==> config.mk <==
export PLATFORM = sky130hd
export DESIGN_NAME = bus_response
export DESIGN_NICKNAME = d
export VERILOG_FILES = /design/src/source/soc_bus_pkg.sv /design/src/source/bus_response.sv
export SDC_FILE = /design/constraint.sdc
export NUM_CORES = 1
export LEC_CHECK = 0
export ABC_AREA = 1
export BUFFER_PORTS_ARGS = -buffer_cell sky130_fd_sc_hd__buf_2
export CAP_MARGIN = 25
export CORE_AREA = 2 2 87 110
export DETAILED_ROUTE_END_ITERATION = 8
export DIE_AREA = 0 0 89 112
export GPL_TIMING_DRIVEN = 0
export PLACE_DENSITY = 0.75
export SETUP_SLACK_MARGIN = 0.3
export SYNTH_ARGS = -nofsm -noshare
export SYNTH_HDL_FRONTEND = slang
export SYNTH_SLANG_ARGS = --single-unit
==> constraint.sdc <==
create_clock -name sys_CLK -period 1.2 [get_ports sys_CLK]
set_clock_uncertainty 0.15 [all_clocks]
set_input_delay 0.06 -clock sys_CLK [delete_from_list [all_inputs] [get_ports sys_CLK]]
set_output_delay 0.06 -clock sys_CLK [all_outputs]
set_load 0.005 [all_outputs]
==> src/source/soc_bus_pkg.sv <==
`default_nettype none

package soc_bus_pkg;

    // bus and memory widths
    parameter int XLEN   = 64;
    parameter int WORD_W = 32;

    // scratch RAM
    parameter logic [XLEN-1:0] RAM_BASE = 64'h0000_0000_8000_0000;
    parameter int DEF_RAM_WORDS = 2048;

    // PLIC window and register offsets from PLIC_BASE
    parameter logic [XLEN-1:0] PLIC_BASE              = 64'h0000_0000_0C00_0000;
    parameter logic [XLEN-1:0] PLIC_PENDING_OFS       = 64'h1000;
    parameter logic [XLEN-1:0] PLIC_ENABLE_OFS        = 64'h2000;
    parameter logic [XLEN-1:0] PLIC_CTX_ENABLE_STRIDE = 64'h80;
    parameter logic [XLEN-1:0] PLIC_THRESH_OFS        = 64'h20_0000;
    parameter logic [XLEN-1:0] PLIC_CTX_STRIDE        = 64'h1000;
    parameter logic [XLEN-1:0] PLIC_CLAIM_OFS         = 64'h20_0004;
    parameter logic [XLEN-1:0] PLIC_SPAN              = 64'h40_0000;

    parameter int PLIC_SOURCES  = 6;  // id 0 is reserved
    parameter int PLIC_CONTEXTS = 2;  // ctx 0 machine, ctx 1 supervisor
    parameter int PRIO_W        = 3;

    // machine timer compare
    parameter logic [XLEN-1:0] MTIMECMP_ADDR  = 64'h0000_0000_0200_4000;
    parameter logic [XLEN-1:0] MTIMECMP_RESET = 64'h0000_0000_8000_0000;

    // RISC-V load/store width codes, funct3 style
    typedef enum logic [2:0] {
        LS_B  = 3'd0,
        LS_H  = 3'd1,
        LS_W  = 3'd2,
        LS_D  = 3'd3,
        LS_BU = 3'd4,
        LS_HU = 3'd5,
        LS_WU = 3'd6
    } ls_type_e;

    typedef enum logic [1:0] {
        RGN_NONE,
        RGN_RAM,
        RGN_PLIC,
        RGN_MTIMECMP
    } region_e;

endpackage

`default_nettype wire

==> src/source/bus_response.sv <==
`default_nettype none

module bus_response (
    input  wire                          sys_CLK,
    input  wire                          KEY0,
    input  wire                          acc_last,
    input  wire                          acc_write,
    input  wire soc_bus_pkg::region_e    acc_region,
    input  wire [soc_bus_pkg::XLEN-1:0]  ram_rdata,
    input  wire [soc_bus_pkg::XLEN-1:0]  regs_rdata,
    output logic                         rsp_valid,
    output logic [soc_bus_pkg::XLEN-1:0] rsp_rdata
);
    import soc_bus_pkg::*;

    logic            last_d;   // target data settles one edge after acc_last
    logic [XLEN-1:0] sel_data;

    always_comb begin
        case (acc_region)
            RGN_RAM:      sel_data = ram_rdata;
            RGN_PLIC:     sel_data = regs_rdata;
            RGN_MTIMECMP: sel_data = regs_rdata;
            default:      sel_data = '0;   // unmapped reads return zero
        endcase
        if (acc_write) sel_data = '0;
    end

    always_ff @(posedge sys_CLK or negedge KEY0) begin
        if (!KEY0) begin
            last_d    <= 1'b0;
            rsp_valid <= 1'b0;
            rsp_rdata <= '0;
        end else begin
            last_d    <= acc_last;
            rsp_valid <= last_d;
            if (last_d) rsp_rdata <= sel_data;  // held until the next response
        end
    end

endmodule

`default_nettype wire

# == Word level (Yosys, flattened, before mapping) ==
# Index checks and enable logic that the tools add are counted.
# op_classes
eq_ne,3
mux,2
n_reduce_logical,1
# op_table
cell,count
case mux 64 bit (2 select lines),1
two-way mux 64 bit,1
"== test 2 bit, second input constant",2
"== test 2 x 1 -> 1 bit, second input constant",1
OR reduction 2 bit,1
# totals
regBits,66
input_bits,134

# == Depth between registers and ports, before layout ==
# depth
word_depth,4
mapped_depth,6
depth_no_buf,5

# == Worst setup path after synthesis ==
# OpenSTA, ideal clock, no wires.
# synth_path
kind,reg2reg
from,register last_d
to,register rsp_rdata[0] (netlist name)
arrival_time_ps,852
path_slack_ps,133
path_stages_with_launch,6
path_cell_list,dfrtp_1 -> inv_2 -> buf_4 -> buf_2 -> nand2_1 -> nand2_1
# synth_rtl
element,line_no,text
from (decl),bus_response.sv:16,logic last_d;
from (signal assigned),bus_response.sv:35,last_d <= acc_last;
to (signal assigned),bus_response.sv:37,if (last_d) rsp_rdata <= sel_data;
to (decl),bus_response.sv:12,output logic [soc_bus_pkg::XLEN-1:0] rsp_rdata

==> flow_summary_export.csv <==
group,metric,value,unit
synth,count_leader_synth,"sky130_fd_sc_hd__nand2_1",
worst_setup_path,cp_max_fo,10,
run_status,failed_checks,"hold timing, setup timing",
sta,minimum_period_implied_by_the_final_worst_setup_slack,1.222,ns
placement,placement.cell_area,4649,sq um
clock_network,clock_slew_seen_by_the_registers_of_the_worst_setup_and_hold_paths,0.05,ns
sta,holdWs,-0.3085,ns
route,routed.top_layer,"met4",
global_routing,global_route_wire_length_before_repair,21250,um
clock_network,clk_latency,0.32,ns
route,dr.pass1.iters,7,
placement,place.port_buffers,197,
hold_path,hold_path_class,"in -> async",
floorplanning,coreArea,8979,sq um
floorplanning,die_area,9968,sq um
cells_and_area,postLayoutCellArea,6611,sq um
route,route.final.wire_length,14450,um
clock_network,clock-root-buffer,"sky130_fd_sc_hd__clkbuf_16",
worst_setup_path,crit_path_end_kind,"flip-flop",
synth,synth_edf_count,0,
route,drt_drc_violations_left,0,
sta,setup_slack_of_the_critical_path_after_layout,-0.02215,ns
cells_and_area,layout_area_overhead,90.14,%
sta,setup_viol,1,
worst_setup_path,timing.critical_path.from_type,"flip-flop",
synth,synth_top_cells_by_area,"sky130_fd_sc_hd__dfrtp_1 (47%), sky130_fd_sc_hd__nand2_1 (33%), sky130_fd_sc_hd__nand3_1 (9.2%)",
cells_and_area,finalNetCount,999,
synth,ys_warn_count,0,
pwr,total_power,0.006461,W
sta,timing.fmax,0.8182,GHz
route,wl_on_met1,5327,um
cells_and_area,fin_cells,993,
sta,rsz0062_at_grt,"true",
route,avgRoutedWirePerCell,14.55,um
route,dr_total_vias,4783,
worst_setup_path,timing.setup.critical_path_class,"reg -> reg",
floorplanning,die_w,89,um
pwr,power-per-cell-area,977.2,nW/um^2
global_routing,track_usage,27.47,%
cells_and_area,final.fill_count,602,
clock_network,htree_num_levels,3,
global_routing,grt_pass1_vias,4751,
cells_and_area,drive_gt1_share,35.75,%
floorplanning,floorplan.initialDensity,38.73,%
clock_network,numClockSinks,66,
synth,synth.top_cell.area_share,47.50,%
route,final_antenna_net_count,0,
global_routing,grt_max_degree,67,
global_routing,antenna_found_initial,0,
sta,drv_slew,0,
clock_network,cts_inserted_buffers,9,
run_status,status,"finished with violations",
synth,syn-cell-area,3477,sq um
synth,syn_area_per_cell,7.154,sq um
sta,slew_headroom,44.14,%
job,max_cap_viol_count,0,
synth,async_flop_share,100.0,%
sta,hold_viol_final,66,
synth,synth_top_area_cell,"sky130_fd_sc_hd__dfrtp_1",
cells_and_area,fin_util,73.63,%
route,drt_iter0_drc,344,
synth,synthFlopType,"sky130_fd_sc_hd__dfrtp_1",
placement,hpwl,7192,um
floorplanning,die_height,112,um
sta,slew_of_the_pin_with_the_lowest_slew_margin,0.8379,ns
placement,place_congestion,0.7599,
global_routing,total_global_routing_overflow,0,
route,routed_via_density,4.817,
route,met3WireLength,1050,um
clock_network,cts_hold_buffers,129,
pwr,irDropWorstVdd,0.0006178,V
pwr,power_leakage,3.895,nW
worst_setup_path,rrSetupSlack,-0.02,ns
route,dr_wl_met2,7306,um
cells_and_area,antenna_cells_inserted,0,
synth,synthesis.instances,486,
synth,synthDistinctLibCells,10,
clock_network,tritoncts,"yes",
placement,place_inst,806,
floorplanning,boundaryPins,199,
worst_setup_path,crit_arrival,1.28,ns
synth,synth-seq-cells,66,
placement,dp_slack,-0.08564,ns
sta,fin_crit_sh,101.8,%
synth,synth_seq_area_share,47.50,%
clock_network,clk_path_buf_depth,2,
worst_setup_path,required,1.26,ns
synth,syn_nets,620,
synth,yosys-top-cells-count,"sky130_fd_sc_hd__nand2_1 (310), sky130_fd_sc_hd__dfrtp_1 (66), sky130_fd_sc_hd__nand3_1 (64)",
floorplanning,core.rowCount,39,
## sequential cells by signal, summed over array words and instances (netlist names)
name and flops:
last_d 1, rsp_rdata 64, rsp_valid 1
## cell type report
type	count	area, sq um	share of cell area (%)
clock inverter	3	15.01	0.2271
multi-input combinational	385	1590	24.05
inverter	2	7.507	0.1136
buffer	33	335.3	5.072
timing repair buffer	368	2608	39.44
tap	123	153.9	2.328
sequential	66	1652	24.98
clock buffer	13	250.2	3.785
## where the power goes
| part | switching [W] | internal, W |
|---|---|---|
| clock network | 0.000909 | 0.00144 |
| registers | 0.0000878 | 0.00239 |
| logic | 0.000714 | 0.000911 |
## worst max-delay path, stage by stage, from the launching register on
cell and delay [ns]:
sky130_fd_sc_hd__dfrtp_1 0.38, sky130_fd_sc_hd__inv_2 0.09, sky130_fd_sc_hd__nor2_4 0.05, sky130_fd_sc_hd__buf_12 0.14, sky130_fd_sc_hd__buf_6 0.14, sky130_fd_sc_hd__nand2_1 0.10, sky130_fd_sc_hd__nand2_1 0.06
## cells by family (layout without fill, tap and decap cells)
| kind of cell | count (synthesis) | count (layout) | share of synthesized area, % |
|---|---|---|---|
| simple gates | 385 | 385 | 44.80 |
| flops | 66 | 66 | 47.50 |
| buf+inv | 35 | 419 | 7.701 |
## layer usage
metal / track usage (%) / up-vias
met2: 47.41 / 245
met5: 0 / -
li1: - / 2257
met3: 6.820 / 74
met1: 29.62 / 2207
met4: 15.92 / 0
## final timing paths
check	start	to	depth (start not counted)
max in group asynchronous	KEY0	rsp_rdata[28]	1
min	KEY0	rsp_rdata[62]	1
max	last_d	rsp_rdata[45]	6
max reg2reg	last_d	rsp_rdata[45]	6
min reg2reg	last_d	rsp_valid	0
min in group sys_CLK	acc_write	rsp_rdata[58]	5
## metrics by stage
step                hold slack (ns)  setup TNS [ns]
finish                      -0.3085        -0.02215
floorplan                   -0.3856               0
CTS                         -0.2818               0
detailed placement          0.02640          -2.994
global route                -0.2398         -0.2979
global placement            0.03339          -23.57
## cells in the final DEF (no fill, tap or decap)
cell                            count
sky130_fd_sc_hd__dfrtp_1           66
sky130_fd_sc_hd__clkbuf_16          9
sky130_fd_sc_hd__buf_12             1
sky130_fd_sc_hd__nand2_1          297
sky130_fd_sc_hd__nor2_4             1
sky130_fd_sc_hd__buf_2            200
sky130_fd_sc_hd__buf_8              4
sky130_fd_sc_hd__nand3_1           64
sky130_fd_sc_hd__clkbuf_1           3
sky130_fd_sc_hd__buf_4             51
sky130_fd_sc_hd__clkbuf_8           4
sky130_fd_sc_hd__dlygate4sd3_1    129
sky130_fd_sc_hd__nand2_2           23
sky130_fd_sc_hd__clkinv_2           3
sky130_fd_sc_hd__inv_2              2
sky130_fd_sc_hd__buf_6             13
## what timing repair did
action                     CTS  global route
gates resized for setup      9            16
hold endpoints to repair   131            66
pin swaps                    1             0
cloned                       0             0
setup endpoints to repair  129           129
buffers inserted            23            19
(Power assumes the default switching activity.)
