**config.mk**
```make
export PLATFORM = sky130hd
export DESIGN_NAME = bus_request_decode
export DESIGN_NICKNAME = d
export VERILOG_FILES = /design/src/source/soc_bus_pkg.sv /design/src/source/bus_request_decode.sv
export SDC_FILE = /design/constraint.sdc
export NUM_CORES = 1
export LEC_CHECK = 0
export BUFFER_PORTS_ARGS = -buffer_cell sky130_fd_sc_hd__buf_4
export CORE_MARGIN = 8
export CORE_UTILIZATION = 40
export CTS_BUF_LIST = sky130_fd_sc_hd__clkbuf_2
export CTS_CLUSTER_SIZE = 28
export DETAILED_ROUTE_END_ITERATION = 10
export PLACE_DENSITY = 0.78
export SKIP_LAST_GASP = 1
export SLEW_MARGIN = 20
export SYNTH_ARGS = -nofsm -noshare
export SYNTH_HDL_FRONTEND = slang
export SYNTH_SLANG_ARGS = --single-unit
```
**constraint.sdc**
```tcl
create_clock -name sys_CLK -period 4 [get_ports sys_CLK]
set_clock_uncertainty 0.1 [all_clocks]
set_input_delay 0.4 -clock sys_CLK [delete_from_list [all_inputs] [get_ports sys_CLK]]
set_output_delay 0.4 -clock sys_CLK [all_outputs]
set_load 0.02 [all_outputs]
```
**src/source/soc_bus_pkg.sv**
```systemverilog
`default_nettype none

package soc_bus_pkg;

    // bus and memory widths
    parameter int XLEN   = 64;
    parameter int WORD_W = 32;

    // scratch RAM
    parameter logic [XLEN-1:0] RAM_BASE = 64'h0000_0000_8000_0000;
    parameter int DEF_RAM_WORDS = 2048;

    // PLIC window and register offsets from PLIC_BASE
    parameter logic [XLEN-1:0] PLIC_BASE              = 64'h0000_0000_0C00_0000;
    parameter logic [XLEN-1:0] PLIC_PENDING_OFS       = 64'h1000;
    parameter logic [XLEN-1:0] PLIC_ENABLE_OFS        = 64'h2000;
    parameter logic [XLEN-1:0] PLIC_CTX_ENABLE_STRIDE = 64'h80;
    parameter logic [XLEN-1:0] PLIC_THRESH_OFS        = 64'h20_0000;
    parameter logic [XLEN-1:0] PLIC_CTX_STRIDE        = 64'h1000;
    parameter logic [XLEN-1:0] PLIC_CLAIM_OFS         = 64'h20_0004;
    parameter logic [XLEN-1:0] PLIC_SPAN              = 64'h40_0000;

    parameter int PLIC_SOURCES  = 6;  // id 0 is reserved
    parameter int PLIC_CONTEXTS = 2;  // ctx 0 machine, ctx 1 supervisor
    parameter int PRIO_W        = 3;

    // machine timer compare
    parameter logic [XLEN-1:0] MTIMECMP_ADDR  = 64'h0000_0000_0200_4000;
    parameter logic [XLEN-1:0] MTIMECMP_RESET = 64'h0000_0000_8000_0000;

    // RISC-V load/store width codes, funct3 style
    typedef enum logic [2:0] {
        LS_B  = 3'd0,
        LS_H  = 3'd1,
        LS_W  = 3'd2,
        LS_D  = 3'd3,
        LS_BU = 3'd4,
        LS_HU = 3'd5,
        LS_WU = 3'd6
    } ls_type_e;

    typedef enum logic [1:0] {
        RGN_NONE,
        RGN_RAM,
        RGN_PLIC,
        RGN_MTIMECMP
    } region_e;

endpackage

`default_nettype wire

```
**src/source/bus_request_decode.sv**
```systemverilog
`default_nettype none

module bus_request_decode #(
    parameter int RAM_WORDS = soc_bus_pkg::DEF_RAM_WORDS
) (
    input  wire                          sys_CLK,
    input  wire                          KEY0,
    input  wire                          req_read,
    input  wire                          req_write,
    input  wire [soc_bus_pkg::XLEN-1:0]  req_addr,
    input  wire soc_bus_pkg::ls_type_e   req_ls_type,
    input  wire [soc_bus_pkg::XLEN-1:0]  req_wdata,
    output logic                         acc_go,
    output logic                         acc_last,
    output logic                         acc_write,
    output logic                         acc_beat,    // second word of a doubleword
    output logic [soc_bus_pkg::XLEN-1:0] acc_addr,
    output soc_bus_pkg::ls_type_e        acc_ls_type,
    output logic [soc_bus_pkg::XLEN-1:0] acc_wdata,
    output soc_bus_pkg::region_e         acc_region
);
    import soc_bus_pkg::*;

    localparam logic [XLEN-1:0] RAM_END  = RAM_BASE + XLEN'(4 * RAM_WORDS);
    localparam logic [XLEN-1:0] PLIC_END = PLIC_BASE + PLIC_SPAN;

    typedef enum logic [1:0] {
        ST_IDLE,
        ST_BEAT,    // one acc_go per edge spent here
        ST_FINISH   // wait for the response stage
    } state_e;

    state_e  state;
    region_e req_region;
    logic    req_take;
    logic    two_beats;

    assign req_take  = (state == ST_IDLE) && (req_read || req_write);
    assign two_beats = (acc_region == RGN_RAM) && (acc_ls_type == LS_D);

    // address map
    always_comb begin
        if (req_addr >= RAM_BASE && req_addr < RAM_END) begin
            req_region = RGN_RAM;
        end else if (req_addr >= PLIC_BASE && req_addr < PLIC_END) begin
            req_region = RGN_PLIC;
        end else if (req_addr == MTIMECMP_ADDR) begin
            req_region = RGN_MTIMECMP;
        end else begin
            req_region = RGN_NONE;
        end
    end

    always_ff @(posedge sys_CLK) begin
        if (req_take) begin
            acc_addr    <= req_addr;
            acc_ls_type <= req_ls_type;
            acc_wdata   <= req_wdata;
        end
    end

    always_ff @(posedge sys_CLK or negedge KEY0) begin
        if (!KEY0) begin
            state      <= ST_IDLE;
            acc_go     <= 1'b0;
            acc_last   <= 1'b0;
            acc_beat   <= 1'b0;
            acc_write  <= 1'b0;
            acc_region <= RGN_NONE;
        end else begin
            acc_go   <= 1'b0;
            acc_last <= 1'b0;
            case (state)
                ST_IDLE: begin
                    if (req_take) begin
                        acc_write  <= req_write;   // write wins if both strobes set
                        acc_region <= req_region;
                        acc_beat   <= 1'b0;
                        state      <= ST_BEAT;
                    end
                end
                ST_BEAT: begin
                    acc_go <= 1'b1;
                    if (!two_beats || acc_go) begin
                        // single beat, or the second word of a doubleword
                        acc_last <= 1'b1;
                        acc_beat <= two_beats;
                        state    <= ST_FINISH;
                    end
                end
                ST_FINISH: begin
                    if (!acc_last) state <= ST_IDLE;  // response fires on this edge
                end
                default: state <= ST_IDLE;
            endcase
        end
    end

endmodule

`default_nettype wire

```
==> results of run 1 <==
[per-stage QoR]
step                      instances  utilization [%]  instance area, um^2
after global placement          600             61.6                 6680
after detailed placement        600             61.6                 6680
after floorplan                 188                -                 4450
[cell families after synthesis]
logic type / Yosys count / share of synthesized area [%]
simple gates: 34 / 4.84
buf+inv: 3 / 0.253
flops: 139 / 93.0
compound gates: 12 / 1.91
==> impl_metrics.tcl, run 1 <==
set metrics [dict create \
    outcome "did not finish" \
    place.gp.congestion 0.799 \
    synthDistinctLibCells 18 \
    tool.error "[ERROR RSZ-0060] Max buffer count reached." \
    synth_area_leaders "edfxtp_1 (88%), dfrtp_1 (4.5%), nor4_1 (1.7%), nor4_2 (0.84%), a22o_1 (0.79%)" \
    num_io_pins 272 \
    async_flop_share_pct 5.76 \
    ys_warn_count 0 \
    syn-num-nets 323 \
    synth-edff-count 131 \
    start_util_pct 41.0 \
    ys.flop_type "edfxtp_1" \
    rows 38 \
    ys_seq_elements 139 \
    die_w_um 121 \
    yosysMostFrequentCell "edfxtp_1" \
    ys_top_cells_by_count "edfxtp_1 (131), nor4_1 (12), dfrtp_1 (8)" \
    io_buffers 271 \
    synthesis.area_mm2 0.00445 \
    cts_resized 0 \
    lastStage "clock tree synthesis (4_1_cts)" \
    syn_area_per_cell_um2 23.6 \
    root_buffer "clkbuf_2" \
    ys_seq_area_share_pct 93.0 \
    yosysTopAreaCell "edfxtp_1" \
    postCtsSetupBuffers 0 \
    synthDominantCellAreaShare_pct 88.5 \
    netlist_instances 188 \
    htree_levels 4 \
    clock_sinks 139 \
    pre_cts_ws_ns 1.53 \
    cts_buffer_depth 2 \
    die_h_um 121 \
    cts_buffers 17 \
    dp_hpwl_um 10200 \
    holdBufCountCts 127 \
]
==> run 2, diff against run 1 <==
--- a/config.mk
+++ b/config.mk
@@ -8,10 +8,8 @@
 export BUFFER_PORTS_ARGS = -buffer_cell sky130_fd_sc_hd__buf_4
 export CORE_MARGIN = 8
 export CORE_UTILIZATION = 40
-export CTS_BUF_LIST = sky130_fd_sc_hd__clkbuf_2
-export CTS_CLUSTER_SIZE = 28
 export DETAILED_ROUTE_END_ITERATION = 10
-export PLACE_DENSITY = 0.78
+export PLACE_DENSITY_LB_ADDON = 0.15
 export SKIP_LAST_GASP = 1
 export SLEW_MARGIN = 20
 export SYNTH_ARGS = -nofsm -noshare
==> constraint.sdc (replaced) <==
create_clock -name sys_CLK -period 5.2 [get_ports sys_CLK]
set_clock_uncertainty 0.1 [all_clocks]
set_input_delay 0.52 -clock sys_CLK [delete_from_list [all_inputs] [get_ports sys_CLK]]
set_output_delay 0.52 -clock sys_CLK [all_outputs]
set_load 0.02 [all_outputs]
==> run 2 against run 1 <==
  * The run now ends clean
  * Area after synthesis unchanged
  * Synthesized cell count unchanged
==> impl_metrics.tcl, run 2 <==
set metrics [dict create \
    routed_via_density 4.61 \
    area_growth_pct 62.0 \
    powerDensity_mw_per_mm2 549 \
    pwr-share-seq_pct 44.0 \
    routed_wl_um 12900 \
    synth_compound_area_share_pct 1.91 \
    max_freq_mhz 374 \
    critical_path.cell_chain "nor2_1 -> o21ai_0 -> inv_6 -> buf_4" \
    setup_viol 0 \
    drc_errors 0 \
    slew_viol_final 0 \
    root_buffer "clkbuf_8" \
    place_inst 600 \
    cts_buffer_depth 2 \
    synth_area_leaders "edfxtp_1 (88%), dfrtp_1 (4.5%), nor4_1 (1.7%), nor4_2 (0.84%), a22o_1 (0.79%)" \
    synth_xor_area_share_pct 0 \
    ys_seq_area_share_pct 93.0 \
    fin_util_pct 66.4 \
    path_class "reg -> reg" \
    timing.final.ws_setup_ns 2.52 \
    syn_area_per_cell_um2 23.6 \
    ant_nets 0 \
    die_area_mm2 0.0147 \
    die_h_um 121 \
    layout-drive-gt1-share_pct 61.1 \
    worstPathRequired_ns 5.25 \
    cts_buffers 17 \
    path_delay_family "buffers and inverters" \
    cts_tree "done" \
    synth_top_family_by_area "simple AND/OR/NAND/NOR gates" \
    max_cap_viol_count 0 \
    io_buffers 271 \
    fin_cells 633 \
    synthesis.area_mm2 0.00445 \
    pre_cts_ws_ns 2.35 \
    hold_viol_final 0 \
    layout_common_cells "buf_4 (272), edfxtp_1 (131), clkbuf_16 (16), nor4_1 (12), dfrtp_1 (8)" \
    wl_per_cell_um 20.3 \
    htree_levels 4 \
    dpl_cell_area_mm2 0.00667 \
    clk_pin_slew_ns 0.06 \
    irDropWorstVdd_mv 0.525 \
    total_power_mw 3.96 \
    critical-path-max-stage-delay_ns 0.74 \
    ys_warn_count 0 \
    netlist_instances 188 \
    p_leak_nw 3.00 \
    num_io_pins 272 \
    internal_power_mw 2.73 \
    synthSimpleGateAreaFrac_pct 4.84 \
    synthDistinctLibCells 18 \
    min_to "acc_wdata[55]" \
    post-route-period-util_pct 51.5 \
    overflow 0 \
    crit_slowest_cell "inv_6" \
    die_w_um 121 \
    layout.area.seq_mm2 0.00413 \
    clk_latency_ns 0.50 \
    synth-edff-count 131 \
    syn-num-nets 323 \
    nFillCells 820 \
    reg2reg_to "acc_wdata[13]" \
    multi_input_area_um2 300 \
    start_util_pct 41.0 \
    finalNetCount 615 \
    crit_path_end_kind "flip-flop" \
    drtIter0Drc 178 \
    final_area_mm2 0.00720 \
    rr_startpoint "state[0]" \
    r2r_setup_slack_ns 2.52 \
    top_regs "acc_addr x64, acc_wdata x64, acc_ls_type x3" \
    async_flop_share_pct 5.76 \
    drt-pass1-iter-count 4 \
    tns_ns 0 \
    synthAdderAreaFrac_pct 0 \
    ys_top_cells_by_count "edfxtp_1 (131), nor4_1 (12), dfrtp_1 (8)" \
    hp-class "in -> reg" \
    ys.flop_type "edfxtp_1" \
    dp_hpwl_um 10200 \
    grt_use_total_pct 16.8 \
    grt_pass1_vias 3130 \
    num_vias 2916 \
    yosysTopAreaCell "edfxtp_1" \
    power_frac_comb_pct 29.5 \
    outcome "completed" \
    swShare_pct 31.1 \
    slew_headroom_pct 41.0 \
    ys_seq_elements 139 \
    post-route-min-period_ns 2.68 \
    tightest_slew_ns 0.885 \
    yosysMostFrequentCell "edfxtp_1" \
    whs_path_depth 1 \
    diodes 0 \
    pwr-share-clk_pct 26.5 \
    clock_sinks 139 \
    rr_worst_depth 4 \
    synthMuxAreaShare_pct 0 \
    start_kind "flip-flop" \
    rows 38 \
    place.gp.congestion 0.781 \
    cp_data_arrival_time_ns 2.73 \
    grt_pass1_wl_um 18300 \
    crit_fanout 99 \
    antenna_found_initial 0 \
    grt_max_degree 100 \
    switching_power_mw 1.23 \
    core_area_mm2 0.0108 \
    holdWs_ns 0.0905 \
    cts_resized 0 \
    hold_path_startpoint "req_wdata[55]" \
    synthDominantCellAreaShare_pct 88.5 \
    final_common_cell "buf_4" \
    cp_num_buf_inv 2 \
    rsz0062_at_grt "false" \
]
## run 2: cell counts after synthesis
Identical to the previous run, type by type.
## run 2: power groups by stage
stage                     registers [mW]  logic (mW)  clock network (mW)
after floorplan                     2.18       0.173                   0
after global placement              1.76        1.17                   0
after detailed placement            1.77        1.18                   0
after CTS                           1.75        1.18                1.07
after global routing                1.77        1.23                1.12
final                               1.74        1.17                1.05
## run 2: metal layers
layer / up-vias / GRT usage (%) / part of all wire [%] / routed length [um]
li1: 1360 / - / - / -
met1: 1381 / 17.3 / 36 / 4610
met2: 165 / 29.0 / 52 / 6630
met3: 10 / 9.12 / 12 / 1520
met4: 0 / 4.78 / 0.83 / 107
met5: - / 0 / 0 / 0
## run 2: worst max-delay path by stage
stage	start	endpoint	slack [ns]	cells after the start
5_1_grt	state[0]	acc_wdata[46]	2.34	4
6_report	state[0]	acc_wdata[13]	2.52	4
2_1_floorplan	state[0]	acc_addr[0]	1.30	3
3_5_place_dp	state[0]	acc_wdata[11]	2.35	4
4_1_cts	state[0]	acc_wdata[6]	2.34	4
3_3_place_gp	state[0]	acc_wdata[32]	2.40	4
## run 2: area by class of cell
class                           instances  share of cell area (%)
Tap cell                              140                    2.43
Multi-Input combinational cell         46                    4.17
Inverter                                3                   0.226
Sequential cell                       139                    57.4
Clock inverter                          3                   0.226
Clock buffer                           29                    7.07
Timing Repair Buffer                  273                    28.5
## run 2: cells by family after synthesis
| family | after synthesis |
|---|---|
| AND/OR/NAND/NOR | 34 |
| AO/OA/AOI/OAI | 12 |
| flip-flops | 139 |
| buffers and inverters | 3 |
## run 2: repair_timing
item	CTS	global route
setup buffers	0	0
hold endpoints to repair	8	0
hold buffers	1	0
Note: power is estimated with default switching activity, not from simulation.
